==> src/source/wb_macros.svh <==
`ifndef WB_MACROS_SVH
`define WB_MACROS_SVH

////////////////////////////////////////////////////////////
// Core data path dimensions
////////////////////////////////////////////////////////////

// Width of a register and of every data word in the back end
`define XLEN 32

// Number of architectural integer registers
`define NREGS 32

// Address width needed to select one of the NREGS registers
`define RADDR_W 5

// Register x0 is hardwired to zero and never written
`define REG_ZERO 0

// All three values must agree with each other
// NREGS is expected to equal 2 ** RADDR_W

`endif

==> src/source/core_types_pkg.sv <==
`default_nettype none

`include "wb_macros.svh"

package core_types_pkg;

  ////////////////////////////////////////////////////////////
  // Register file addressing
  ////////////////////////////////////////////////////////////

  // Index of one architectural register
  typedef logic [`RADDR_W-1:0] rf_addr_t;

  ////////////////////////////////////////////////////////////
  // EX/WB pipeline payload
  ////////////////////////////////////////////////////////////

  // Everything the write-back stage needs to know about one instruction
  // Validity is not part of the payload, it travels on the handshake
  typedef struct packed {
    logic              rf_we;     // Instruction writes a register
    rf_addr_t          rf_waddr;  // Destination register
    logic [`XLEN-1:0]  rf_wdata;  // ALU result computed in EX
    logic              lsu_en;    // Load or store
    logic              xif_en;    // Offloaded to the coprocessor
    logic              last_op;   // Last operation of the instruction
  } ex_wb_pipe_t;

  ////////////////////////////////////////////////////////////
  // Controller commands
  ////////////////////////////////////////////////////////////

  // The limited halt behaves like a normal halt inside WB
  typedef struct packed {
    logic kill_wb;          // Drop the WB instruction without side effects
    logic halt_wb;          // Hold the WB instruction in place
    logic halt_limited_wb;  // Halt used while the core is asleep
  } ctrl_t;

endpackage

`default_nettype wire

==> src/source/lsu_types_pkg.sv <==
`default_nettype none

`include "wb_macros.svh"

package lsu_types_pkg;

  ////////////////////////////////////////////////////////////
  // Memory protection status
  ////////////////////////////////////////////////////////////

  // Result of the protection check that travels with a load or store
  // The fourth encoding is unused
  typedef enum logic [1:0] {
    MPU_OK       = 2'b00,
    MPU_RE_FAULT = 2'b01,
    MPU_WR_FAULT = 2'b10
  } mpu_status_e;

  ////////////////////////////////////////////////////////////
  // Coprocessor result
  ////////////////////////////////////////////////////////////

  // Data returned by the coprocessor plus its synchronous exception flag
  typedef struct packed {
    logic [`XLEN-1:0] data;
    logic             exc;
  } xif_result_t;

endpackage

`default_nettype wire

==> src/source/lsu_resp_if.sv <==
`timescale 1ns/1ps
`default_nettype none

`include "wb_macros.svh"

// Response path from the LSU into the write-back stage
interface lsu_resp_if;

  import lsu_types_pkg::*;

  // Driven by the LSU side
  logic              rvalid;      // Response for the outstanding request
  logic [`XLEN-1:0]  rdata;       // Load data
  mpu_status_e       mpu_status;  // Protection check result
  logic              wpt_match;   // Watchpoint hit on this access

  // Driven by the stage side
  logic              lsu_valid;   // WB holds a request that waits for its response
  logic              lsu_ready;   // WB can take the response

  // The write-back stage consumes the response
  modport stage (
    input  rvalid, rdata, mpu_status, wpt_match,
    output lsu_valid, lsu_ready
  );

  // The LSU produces the response
  modport lsu (
    output rvalid, rdata, mpu_status, wpt_match,
    input  lsu_valid, lsu_ready
  );

endinterface

`default_nettype wire

==> src/source/reg_file.sv <==
`timescale 1ns/1ps
`default_nettype none

`include "wb_macros.svh"

// Integer register file with one write and one combinational read port
module reg_file (
  input  logic                     clk,
  input  logic                     rst_n,
  input  logic                     we_i,
  input  core_types_pkg::rf_addr_t waddr_i,
  input  logic [`XLEN-1:0]         wdata_i,
  input  core_types_pkg::rf_addr_t raddr_i,
  output logic [`XLEN-1:0]         rdata_o
);

  logic [`XLEN-1:0] regs [`NREGS];

  ////////////////////////////////////////////////////////////
  // Write port
  ////////////////////////////////////////////////////////////

  // Every register starts at zero after reset
  always_ff @(posedge clk or negedge rst_n) begin
    if (!rst_n) begin
      for (int i = 0; i < `NREGS; i++) begin
        regs[i] <= '0;
      end
    end else if (we_i && (waddr_i != `RADDR_W'(`REG_ZERO))) begin
      // x0 keeps its zero value whatever is written to it
      regs[waddr_i] <= wdata_i;
    end
  end

  ////////////////////////////////////////////////////////////
  // Read port
  ////////////////////////////////////////////////////////////

  // The read is combinational so a write shows up right after its edge
  always_comb begin
    if (raddr_i == `RADDR_W'(`REG_ZERO)) begin
      rdata_o = '0;
    end else begin
      rdata_o = regs[raddr_i];
    end
  end

endmodule

`default_nettype wire

==> src/source/stage_reg.sv <==
`timescale 1ns/1ps
`default_nettype none

// One-entry valid/ready buffer for any payload type
module stage_reg #(
  parameter type PAYLOAD_T = logic
) (
  input  logic     clk,
  input  logic     rst_n,
  input  logic     valid_i,
  output logic     ready_o,
  input  PAYLOAD_T data_i,
  output logic     valid_o,
  input  logic     ready_i,
  output PAYLOAD_T data_o,
  input  logic     flush_i
);

  logic     valid_q;
  PAYLOAD_T data_q;

  // The slot is free when it is empty, when its item leaves now,
  // or when the held item is being thrown away
  assign ready_o = !valid_q || ready_i || flush_i;

  // Occupancy follows the upstream valid whenever the slot can take a new item
  always_ff @(posedge clk or negedge rst_n) begin
    if (!rst_n) begin
      valid_q <= 1'b0;
    end else if (ready_o) begin
      valid_q <= valid_i;
    end
  end

  // Payload only changes on an accepted transfer
  always_ff @(posedge clk) begin
    if (valid_i && ready_o) begin
      data_q <= data_i;
    end
  end

  assign valid_o = valid_q;
  assign data_o  = data_q;

  // A stalled item must not change under the consumer
  a_hold_stable : assert property (
    @(posedge clk) disable iff (!rst_n)
    valid_o && !ready_i && !flush_i |=> $stable(data_o)
  );

endmodule

`default_nettype wire

==> src/source/wb_stage.sv <==
`timescale 1ns/1ps
`default_nettype none

`include "wb_macros.svh"

// Write-back stage that retires one instruction from the EX/WB register
module wb_stage (
  input  logic                       clk,
  input  logic                       rst_n,
  input  logic                       pipe_valid_i,
  input  core_types_pkg::ex_wb_pipe_t pipe_i,
  input  core_types_pkg::ctrl_t      ctrl_i,
  lsu_resp_if.stage                  lsu,
  input  logic                       xif_valid_i,
  input  lsu_types_pkg::xif_result_t xif_i,
  output logic                       xif_ready_o,
  output logic                       rf_we_o,
  output core_types_pkg::rf_addr_t   rf_waddr_o,
  output logic [`XLEN-1:0]           rf_wdata_o,
  output logic                       wb_ready_o,
  output logic                       wb_valid_o,
  output logic                       abort_op_o,
  output logic                       data_stall_o,
  output logic                       last_op_o,
  output logic                       wpt_match_wb_o,
  output lsu_types_pkg::mpu_status_e mpu_status_wb_o
);

  import lsu_types_pkg::*;

  logic             halted;
  logic             instr_valid;
  logic             wb_valid;
  logic             lsu_waiting;
  logic             lsu_exception;
  logic             xif_waiting;
  logic             xif_exception;

  // Sticky copies of the late LSU response
  logic             lsu_valid_q;
  logic             lsu_wpt_match_q;
  mpu_status_e      lsu_mpu_status_q;
  logic [`XLEN-1:0] lsu_rdata_q;

  // Response as seen by WB, either live or from the sticky flops
  logic             lsu_valid;
  logic             lsu_wpt_match;
  mpu_status_e      lsu_mpu_status;
  logic [`XLEN-1:0] lsu_rdata;

  ////////////////////////////////////////////////////////////
  // Instruction state
  ////////////////////////////////////////////////////////////

  // Both halt flavours stop retirement in the same way
  assign halted      = ctrl_i.halt_wb || ctrl_i.halt_limited_wb;
  assign instr_valid = pipe_valid_i && !ctrl_i.kill_wb && !halted;

  // A coprocessor instruction cannot finish before its result shows up
  assign xif_waiting   = pipe_valid_i && pipe_i.xif_en && !xif_valid_i;
  assign xif_exception = pipe_valid_i && pipe_i.xif_en && xif_valid_i && xif_i.exc;

  // A load or store waits for its response
  assign lsu_waiting   = pipe_valid_i && pipe_i.lsu_en && !lsu_valid;
  assign lsu_exception = (lsu_mpu_status != MPU_OK);

  ////////////////////////////////////////////////////////////
  // Sticky LSU response
  ////////////////////////////////////////////////////////////

  // Status and valid live here from the response until retirement or kill
  always_ff @(posedge clk or negedge rst_n) begin
    if (!rst_n) begin
      lsu_valid_q      <= 1'b0;
      lsu_wpt_match_q  <= 1'b0;
      lsu_mpu_status_q <= MPU_OK;
    end else if (wb_valid || ctrl_i.kill_wb) begin
      lsu_valid_q      <= 1'b0;
      lsu_wpt_match_q  <= 1'b0;
      lsu_mpu_status_q <= MPU_OK;
    end else if (lsu.rvalid) begin
      lsu_valid_q      <= 1'b1;
      lsu_wpt_match_q  <= lsu.wpt_match;
      lsu_mpu_status_q <= lsu.mpu_status;
    end
  end

  // A load held by a halt still needs its data when it finally retires
  always_ff @(posedge clk) begin
    if (lsu.rvalid && !lsu_valid_q) begin
      lsu_rdata_q <= lsu.rdata;
    end
  end

  // Live values only count while the LSU marks them valid
  assign lsu_valid      = lsu_valid_q || lsu.rvalid;
  assign lsu_wpt_match  = lsu_valid_q ? lsu_wpt_match_q : (lsu.rvalid && lsu.wpt_match);
  assign lsu_mpu_status = lsu_valid_q ? lsu_mpu_status_q :
                          (lsu.rvalid ? lsu.mpu_status : MPU_OK);
  assign lsu_rdata      = lsu_valid_q ? lsu_rdata_q : lsu.rdata;

  // The request stays outstanding until the first response arrives
  assign lsu.lsu_valid = pipe_valid_i && pipe_i.lsu_en && !lsu_valid_q;
  assign lsu.lsu_ready = 1'b1;

  ////////////////////////////////////////////////////////////
  // Register write
  ////////////////////////////////////////////////////////////

  // Any error, watchpoint or missing result cancels the write
  assign rf_we_o = pipe_i.rf_we && !lsu_exception && !lsu_wpt_match && !lsu_waiting &&
                   !xif_waiting && !xif_exception && instr_valid;
  assign rf_waddr_o = pipe_i.rf_waddr;

  // Load data wins over coprocessor data, which wins over the ALU result
  assign rf_wdata_o = pipe_i.lsu_en ? lsu_rdata  :
                      pipe_i.xif_en ? xif_i.data :
                      pipe_i.rf_wdata;

  ////////////////////////////////////////////////////////////
  // Handshake and status
  ////////////////////////////////////////////////////////////

  assign wb_valid = ((!pipe_i.lsu_en && !xif_waiting) || (pipe_i.lsu_en && lsu_valid)) &&
                    instr_valid;
  assign wb_valid_o = wb_valid;

  // Kill frees the stage at once and no stall reason applies then
  assign wb_ready_o = ctrl_i.kill_wb || (!halted && !xif_waiting && !lsu_waiting);

  // The buffered result is taken on retirement or dropped on kill
  assign xif_ready_o = pipe_valid_i && pipe_i.xif_en && (instr_valid || ctrl_i.kill_wb);

  assign abort_op_o      = pipe_valid_i && pipe_i.lsu_en && (lsu_exception || lsu_wpt_match);
  assign data_stall_o    = pipe_i.lsu_en && !lsu_valid && instr_valid;
  assign last_op_o       = pipe_valid_i && pipe_i.last_op;
  assign wpt_match_wb_o  = lsu_wpt_match;
  assign mpu_status_wb_o = lsu_mpu_status;

  // The register file only changes for an instruction that retires
  a_we_retires : assert property (@(posedge clk) disable iff (!rst_n) rf_we_o |-> wb_valid_o);

  // The LSU answers only a request that WB still holds open
  a_rvalid_req : assert property (
    @(posedge clk) disable iff (!rst_n)
    lsu.rvalid |-> lsu.lsu_valid && lsu.lsu_ready
  );

endmodule

`default_nettype wire

==> src/source/wb_subsys_top.sv <==
`timescale 1ns/1ps
`default_nettype none

`include "wb_macros.svh"

// Back end of the core with the EX/WB register, WB stage and register file
module wb_subsys_top (
  input  logic                       clk,
  input  logic                       rst_n,
  input  logic                       instr_valid_i,
  output logic                       instr_ready_o,
  input  logic                       instr_rf_we_i,
  input  logic [`RADDR_W-1:0]        instr_rf_waddr_i,
  input  logic [`XLEN-1:0]           instr_rf_wdata_i,
  input  logic                       instr_lsu_en_i,
  input  logic                       instr_xif_en_i,
  input  logic                       instr_last_op_i,
  input  logic                       kill_i,
  input  logic                       halt_i,
  input  logic                       halt_limited_i,
  input  logic                       lsu_rvalid_i,
  input  logic [`XLEN-1:0]           lsu_rdata_i,
  input  lsu_types_pkg::mpu_status_e lsu_mpu_status_i,
  input  logic                       lsu_wpt_match_i,
  output logic                       lsu_req_o,
  input  logic                       xif_valid_i,
  output logic                       xif_ready_o,
  input  logic [`XLEN-1:0]           xif_data_i,
  input  logic                       xif_exc_i,
  input  logic [`RADDR_W-1:0]        rf_raddr_i,
  output logic [`XLEN-1:0]           rf_rdata_o,
  output logic                       wb_valid_o,
  output logic                       abort_op_o,
  output logic                       data_stall_o,
  output logic                       last_op_o
);

  import core_types_pkg::*;
  import lsu_types_pkg::*;

  ex_wb_pipe_t      ex_wb_in, ex_wb_pipe;
  ctrl_t            ctrl;
  xif_result_t      xif_in, xif_buf_data;
  logic             pipe_valid, wb_ready, xif_buf_valid, xif_result_ready;
  logic             rf_we;
  rf_addr_t         rf_waddr;
  logic [`XLEN-1:0] rf_wdata;

  lsu_resp_if lsu_resp ();

  ////////////////////////////////////////////////////////////
  // Port bundling
  ////////////////////////////////////////////////////////////

  assign ex_wb_in = '{rf_we: instr_rf_we_i, rf_waddr: instr_rf_waddr_i,
                      rf_wdata: instr_rf_wdata_i, lsu_en: instr_lsu_en_i,
                      xif_en: instr_xif_en_i, last_op: instr_last_op_i};
  assign ctrl     = '{kill_wb: kill_i, halt_wb: halt_i, halt_limited_wb: halt_limited_i};
  assign xif_in   = '{data: xif_data_i, exc: xif_exc_i};

  // LSU response comes in on plain ports
  assign lsu_resp.rvalid     = lsu_rvalid_i;
  assign lsu_resp.rdata      = lsu_rdata_i;
  assign lsu_resp.mpu_status = lsu_mpu_status_i;
  assign lsu_resp.wpt_match  = lsu_wpt_match_i;
  assign lsu_req_o           = lsu_resp.lsu_valid;

  // Kill empties the EX/WB slot
  stage_reg #(.PAYLOAD_T(ex_wb_pipe_t)) u_ex_wb (
    .clk, .rst_n, .valid_i(instr_valid_i), .ready_o(instr_ready_o), .data_i(ex_wb_in),
    .valid_o(pipe_valid), .ready_i(wb_ready), .data_o(ex_wb_pipe), .flush_i(kill_i)
  );

  // Coprocessor results wait here until WB asks for them
  stage_reg #(.PAYLOAD_T(xif_result_t)) u_xif_buf (
    .clk, .rst_n, .valid_i(xif_valid_i), .ready_o(xif_ready_o), .data_i(xif_in),
    .valid_o(xif_buf_valid), .ready_i(xif_result_ready), .data_o(xif_buf_data), .flush_i(1'b0)
  );

  wb_stage u_wb (
    .clk, .rst_n, .pipe_valid_i(pipe_valid), .pipe_i(ex_wb_pipe), .ctrl_i(ctrl),
    .lsu(lsu_resp.stage), .xif_valid_i(xif_buf_valid), .xif_i(xif_buf_data),
    .xif_ready_o(xif_result_ready), .rf_we_o(rf_we), .rf_waddr_o(rf_waddr),
    .rf_wdata_o(rf_wdata), .wb_ready_o(wb_ready), .wb_valid_o, .abort_op_o, .data_stall_o,
    .last_op_o, .wpt_match_wb_o(), .mpu_status_wb_o()
  );

  reg_file u_rf (
    .clk, .rst_n, .we_i(rf_we), .waddr_i(rf_waddr), .wdata_i(rf_wdata),
    .raddr_i(rf_raddr_i), .rdata_o(rf_rdata_o)
  );

endmodule

`default_nettype wire
==> config.mk <==
export PLATFORM = sky130hd
export DESIGN_NAME = wb_subsys_top
export DESIGN_NICKNAME = d
export VERILOG_FILES = /design/src/source/core_types_pkg.sv /design/src/source/lsu_types_pkg.sv /design/src/source/lsu_resp_if.sv /design/src/source/reg_file.sv /design/src/source/stage_reg.sv /design/src/source/wb_stage.sv /design/src/source/wb_subsys_top.sv
export VERILOG_INCLUDE_DIRS = /design/src /design/src/source
export SDC_FILE = /design/constraint.sdc
export NUM_CORES = 1
export LEC_CHECK = 0
export BUFFER_PORTS_ARGS = -buffer_cell sky130_fd_sc_hd__buf_2
export CORE_ASPECT_RATIO = 0.8
export CORE_MARGIN = 10
export CORE_UTILIZATION = 60
export CTS_CLUSTER_SIZE = 20
export DETAILED_ROUTE_END_ITERATION = 6
export PLACE_DENSITY = 0.81
export SYNTH_ARGS = -nofsm -noshare
export SYNTH_HDL_FRONTEND = slang
export SYNTH_SLANG_ARGS = --single-unit
==> constraint.sdc <==
create_clock -name clk -period 5.1 [get_ports clk]
set_input_delay 0.765 -clock clk [delete_from_list [all_inputs] [get_ports clk]]
set_output_delay 0.765 -clock clk [all_outputs]
set_load 0.02 [all_outputs]
### After elaboration in Yosys (flattened, before gate mapping)

Cells that the tools add are included.

* bits in registers: 1136

* mux-type cells: 19
* bitwise operators: 2
* reduce and logical (&&, ||, !) cells: 57
* order comparisons: 3

Operator list (number)
* bitwise mux 1024 bit: 1
* 2-to-1 mux 32 bit: 7
* binary-select mux 32 bit (select 5 bit): 1
* demux 32 bit (select 5 bit): 1
* logical AND 1 bit: 31
* >= comparator 6 bit, second input constant: 2
* logical NOT 1 bit: 12
* inverter 5 -> 6 bit: 2
* logical OR 1 bit: 10
* 2-to-1 mux 2 bit: 4
* < comparator 6 x 1 -> 1 bit, second input constant: 1
* logical NOT 5 bit: 1
* 2-to-1 mux 1 bit: 5
* nonzero test 5 bit: 1
* nonzero test 2 bit: 2

### Longest topological paths before layout

* depth in word-level cells: 11
* mapped depth: 8
* mapped depth without buffers: 4

### By module

A second synthesis with hierarchy kept.

* cell total of the unflattened synthesis: 3265
* area, all modules: 51172.8 um^2

Modules (own cells, without submodules)
* reg_file: area each 46427.0 um^2, seq. area each 25624.6 um^2, instances 1, cells an instance 2949
* wb_stage: area each 2412.3 um^2, seq. area each 1061.0 um^2, instances 1, cells an instance 231
* stage_reg at u_ex_wb: area each 1285.0 um^2, seq. area each 1256.2 um^2, instances 1, cells an instance 46
* stage_reg at u_xif_buf: area each 1044.8 um^2, seq. area each 1016.0 um^2, instances 1, cells an instance 38
* wb_subsys_top: area each 3.8 um^2, seq. area each 0.0 um^2, instances 1, cells an instance 1

### Worst setup path before layout

OpenSTA, ideal clock, no wires.

* path type: in2out
* from: in lsu_rvalid_i
* to: out abort_op_o
* stages: 5
* setup slack: 0.791 ns
* data arrival time: 3.544 ns
* buffers on the path: 2
* cells stage by stage: buf_2 > nor2b_1 > a22o_2 > buf_6 > nor2b_1

* cells in the longest elaborated chain, start to end: 5
* elaborated cells on any way between the ends: 7

RTL lines
* from (decl): line wb_subsys_top.sv:21 `input logic lsu_rvalid_i,`
* 2-to-1 mux 2 bit: line wb_stage.sv:99 `(lsu.rvalid ? lsu.mpu_status : MPU_OK);`
* 2-to-1 mux 2 bit: line wb_stage.sv:98 `assign lsu_mpu_status = lsu_valid_q ? lsu_mpu_status_q :`
* nonzero test 2 bit: line wb_stage.sv:65 `assign lsu_exception = (lsu_mpu_status != MPU_OK);`
* logical OR 1 bit (*): line wb_stage.sv:134 `assign abort_op_o = pipe_valid_i && pipe_i.lsu_en && (lsu_exception || lsu_wpt_match);`
* logical AND 1 bit (*): line wb_stage.sv:134
* to (decl): line wb_subsys_top.sv:33 `output logic abort_op_o,`

Mark *: on every way between the ends. The rest lies on a longest branch, timed or not.

### Final worst setup path

* from: in rf_raddr_i[0]
* to: out rf_rdata_o[24]

* cells in the longest elaborated chain, start to end: 5
* elaborated cells on any way between the ends: 6

RTL lines
* from (decl): line wb_subsys_top.sv:30 `` input logic [`RADDR_W-1:0] rf_raddr_i, ``
* inverter 5 -> 6 bit (not written as such): line reg_file.sv:44 `rdata_o = regs[raddr_i];`
* binary-select mux 32 bit (select 5 bit): line reg_file.sv:44
* 2-to-1 mux 32 bit (not written as such) (2 in a row): line reg_file.sv:44
* 2-to-1 mux 32 bit (*): line reg_file.sv:41 `` if (raddr_i == `RADDR_W'(`REG_ZERO)) begin ``
* to (decl): line wb_subsys_top.sv:31 `` output logic [`XLEN-1:0] rf_rdata_o, ``

Mark *: on every way between the ends. The rest lies on a longest branch, timed or not. The select of a mux whose other input is x is not followed.

==> results.py <==
metrics = {
    "run_status": {
        "status": "complete, no violations",
    },
    "floorplan": {
        "fp.dieW_um": 349,
        "ioPinCount": 161,
        "start_util_pct": 60.6,
        "dieArea_mm2": 0.0988,
        "design.core.area_mm2": 0.0858,
        "num_rows": 96,
        "die_height_um": 283,
    },
    "route": {
        "drt_wl_total_um": 139000,
        "drt-pass1-iter-count": 5,
        "ant_nets": 0,
        "drc": 0,
        "routedWlPerCell_um": 29.9,
        "via_per_inst": 6.68,
        "num_vias": 31000,
        "dr.first_iter.drc_count": 2965,
    },
    "worst_setup_path": {
        "reg2reg_depth": 5,
        "end_kind": "primary output",
        "critPathRequiredTime_ps": 4340,
        "cp_slowest_cell": "a211oi_1",
        "worstSetupPathDepth": 5,
        "crit_chain": "buf_8, nor2_4, and3_2, a211oi_1, buf_2",
        "cp_max_fo": 47,
        "start_kind": "primary input",
        "rrSetupSlack_ps": 1820,
        "critical-path-top-delay-family": "simple AND/OR/NAND/NOR gates",
        "critPathMaxStageDelay_ps": 1090,
        "arrival_ps": 3830,
        "crit_buf_inv": 2,
        "critical_path_class": "primary input to primary output",
    },
    "placement": {
        "dpl-instance-area_mm2": 0.0533,
        "post-dp-hpwl_um": 78700,
        "dp_cells": 4446,
        "globalplace.congestion": 0.806,
        "place.port_buffers": 160,
    },
    "clock_network": {
        "tritoncts": "yes",
        "root_buffer": "clkbuf_16",
        "cts_setup_buffers": 0,
        "insertion_delay_ps": 680,
        "cts_buffer_depth": 3,
        "cts_resized": 0,
        "clk_pin_slew_worst_paths_ps": 60,
        "h-tree-depth": 3,
        "cts.sink_count": 1136,
        "cts_made_buffers": 105,
        "cts_hold_buf": 0,
    },
    "synthesis": {
        "synth_top_family_by_area": "multiplexers",
        "synth_top_flop_cell": "dfrtp_1",
        "yosys.area_share.simple_pct": 3.12,
        "ys_seq_elements": 1136,
        "netlist_area_mm2": 0.0520,
        "yosys_warnings": 0,
        "synth_compound_area_share_pct": 3.81,
        "synth_fp_nets": 3538,
        "synth_top_cell_by_area": "dfrtp_1",
        "netlist_top_cells_area": "dfrtp_1 50%, mux2_2 19%, edfxtp_1 6.1%, mux2i_1 5.6%, mux4_2 5.5%",
        "muxShareOfSynthArea_pct": 33.4,
        "syn_avg_cell_area_um2": 15.2,
        "synthAdderAreaFrac_pct": 0,
        "synth_top_area_share_pct": 49.6,
        "synthCells": 3416,
        "synth_edf_count": 106,
        "seq_area_frac_synth_pct": 55.7,
        "synth_xor_area_share_pct": 0,
        "async_flop_share_pct": 90.7,
        "synthDistinctLibCells": 43,
    },
    "global_routing": {
        "grt_pass1_vias": 33200,
        "gr-usage-all-layers_pct": 27.8,
        "grt_max_degree": 153,
        "grt_antenna_before_repair": 5,
        "grt_first_pass_wirelength_um": 210000,
        "grt_overflow_total": 0,
    },
    "sta": {
        "setup_violations": 0,
        "worst_slew_pin_slew_ps": 1410,
        "maxSlewViolCount": 0,
        "hold_viol_final": 0,
        "slew_headroom_pct": 5.80,
        "tns_ps": 0,
        "period_needed_ps": 4590,
        "fmax_mhz": 218,
        "period_share_pct": 90.0,
        "skew_ps": 27.5,
        "rsz0062_at_grt": "false",
    },
    "power": {
        "peakVddDrop_mv": 0.264,
        "total_power_uw": 19000,
        "p_per_area_mw_per_mm2": 334,
        "leakage_uw": 0.0273,
    },
    "finish": {
        "drive_above_1_share_pct": 43.3,
        "finalInstanceArea_mm2": 0.0569,
        "syn2layout_area_growth_pct": 9.43,
        "layoutNonFillerInstCount": 4645,
        "fin_nets": 3549,
    },
    "worst_hold_path": {
        "hp-class": "primary input to async pin",
    },
    "job": {
        "maxCapViolCount": 0,
    },
}
==> metal layers <==
metal	track usage, %	share of wire (%)	vias to the layer above
met5	0	0.019	-
met4	10.7	3.9	4
met3	5.26	7.2	341
met2	44.8	48	1329
met1	37.2	41	16700
li1	-	-	12700
==> through the flow <==
stage,hold slack [ps],setup slack (ps),utilization [%]
floorplan,425,791,-
global placement,360,763,62.1
detailed placement,365,742,62.1
CTS,155,725,66.3
global route,184,602,66.3
finish,97.8,508,66.3
==> state kept, by name, indices dropped and copies added (netlist names) <==
register,cells
u_ex_wb.data_o,41
u_ex_wb.valid_o,1
u_wb.lsu_wpt_match_q,1
u_wb.lsu_rdata_q,32
u_wb.lsu_valid_q,1
u_xif_buf.valid_o,1
u_wb.lsu_mpu_status_q,2
u_xif_buf.data_o,33
u_rf.regs,1024
==> final cells by class <==
| cell class | instances | area, µm² |
|---|---|---|
| tap | 1127 | 1410 |
| inverter | 4 | 15.0 |
| clock inverter | 32 | 258 |
| sequential | 1136 | 29000 |
| clock buffer | 165 | 3310 |
| antenna | 1 | 2.50 |
| multi-input combinational | 1915 | 21100 |
| fill | 5721 | 28900 |
| timing repair buffer | 265 | 1810 |
==> worst paths after layout <==
kind / from / endpoint
setup / recovery: rf_raddr_i[0] / rf_rdata_o[24]
hold / removal: rst_n / u_rf.regs[142]$_DFFE_PN0P_
setup reg to reg: u_wb.lsu_valid_q$_DFFE_PN0P_ / u_rf.regs[23]$_DFFE_PN0P_
hold reg to reg: u_rf.regs[999]$_DFFE_PN0P_ / u_rf.regs[999]$_DFFE_PN0P_
max in group asynchronous: rst_n / u_rf.regs[572]$_DFFE_PN0P_
min in group clk: instr_rf_wdata_i[0] / u_ex_wb.data_o[3]$_DFFE_PP_
==> power by group <==
| group | total [µW] | internal (µW) | leakage, µW | switching (µW) |
|---|---|---|---|---|
| Combinational | 1460 | 474 | 0.0102 | 984 |
| Clock | 8050 | 4600 | 0.00178 | 3440 |
| Sequential | 9470 | 9360 | 0.0153 | 113 |
| Total | 19000 | 14400 | 0.0273 | 4540 |
==> logic make-up after synthesis <==
group / Yosys count
and+or+nand+nor: 208
muxes: 1443
buffers and inverters: 365
DFF: 1136
AOI/OAI and AO/OA: 264
==> cell usage after synthesis (all sizes together) (4+ instances only) <==
| master | n |
|---|---|
| a22oi | 32 |
| a21oi | 64 |
| edfxtp | 106 |
| or3 | 4 |
| a221oi | 32 |
| nand3b | 4 |
| o221ai | 64 |
| clkbuf | 202 |
| a211oi | 64 |
| nor4 | 31 |
| mux2i | 291 |
| mux2 | 1024 |
| nand2 | 68 |
| nor2 | 13 |
| inv | 4 |
| nor2b | 39 |
| nand4 | 33 |
| mux4 | 128 |
| dfrtp | 1030 |
| or3b | 5 |
| buf | 159 |
==> cells in the final DEF (no fill, tap or decap), types with 4 or more instances in the layout <==
cell type / instances
nor4_4: 31
mux2_2: 867
nand3b_1: 4
nor2b_1: 34
buf_8: 4
mux4_2: 128
nand4_1: 32
edfxtp_1: 106
clkbuf_16: 110
a21oi_1: 33
or3b_2: 5
clkbuf_1: 20
nor2b_4: 5
nor2_1: 12
dfrtp_1: 1029
mux2_1: 157
clkinv_2: 22
buf_2: 155
buf_12: 14
clkbuf_8: 35
a221oi_1: 32
buf_4: 92
o221ai_1: 64
a21oi_2: 31
nand2_1: 67
a211oi_1: 64
mux2i_1: 291
a22oi_1: 32
Note: power is estimated with default switching activity, not from simulation.
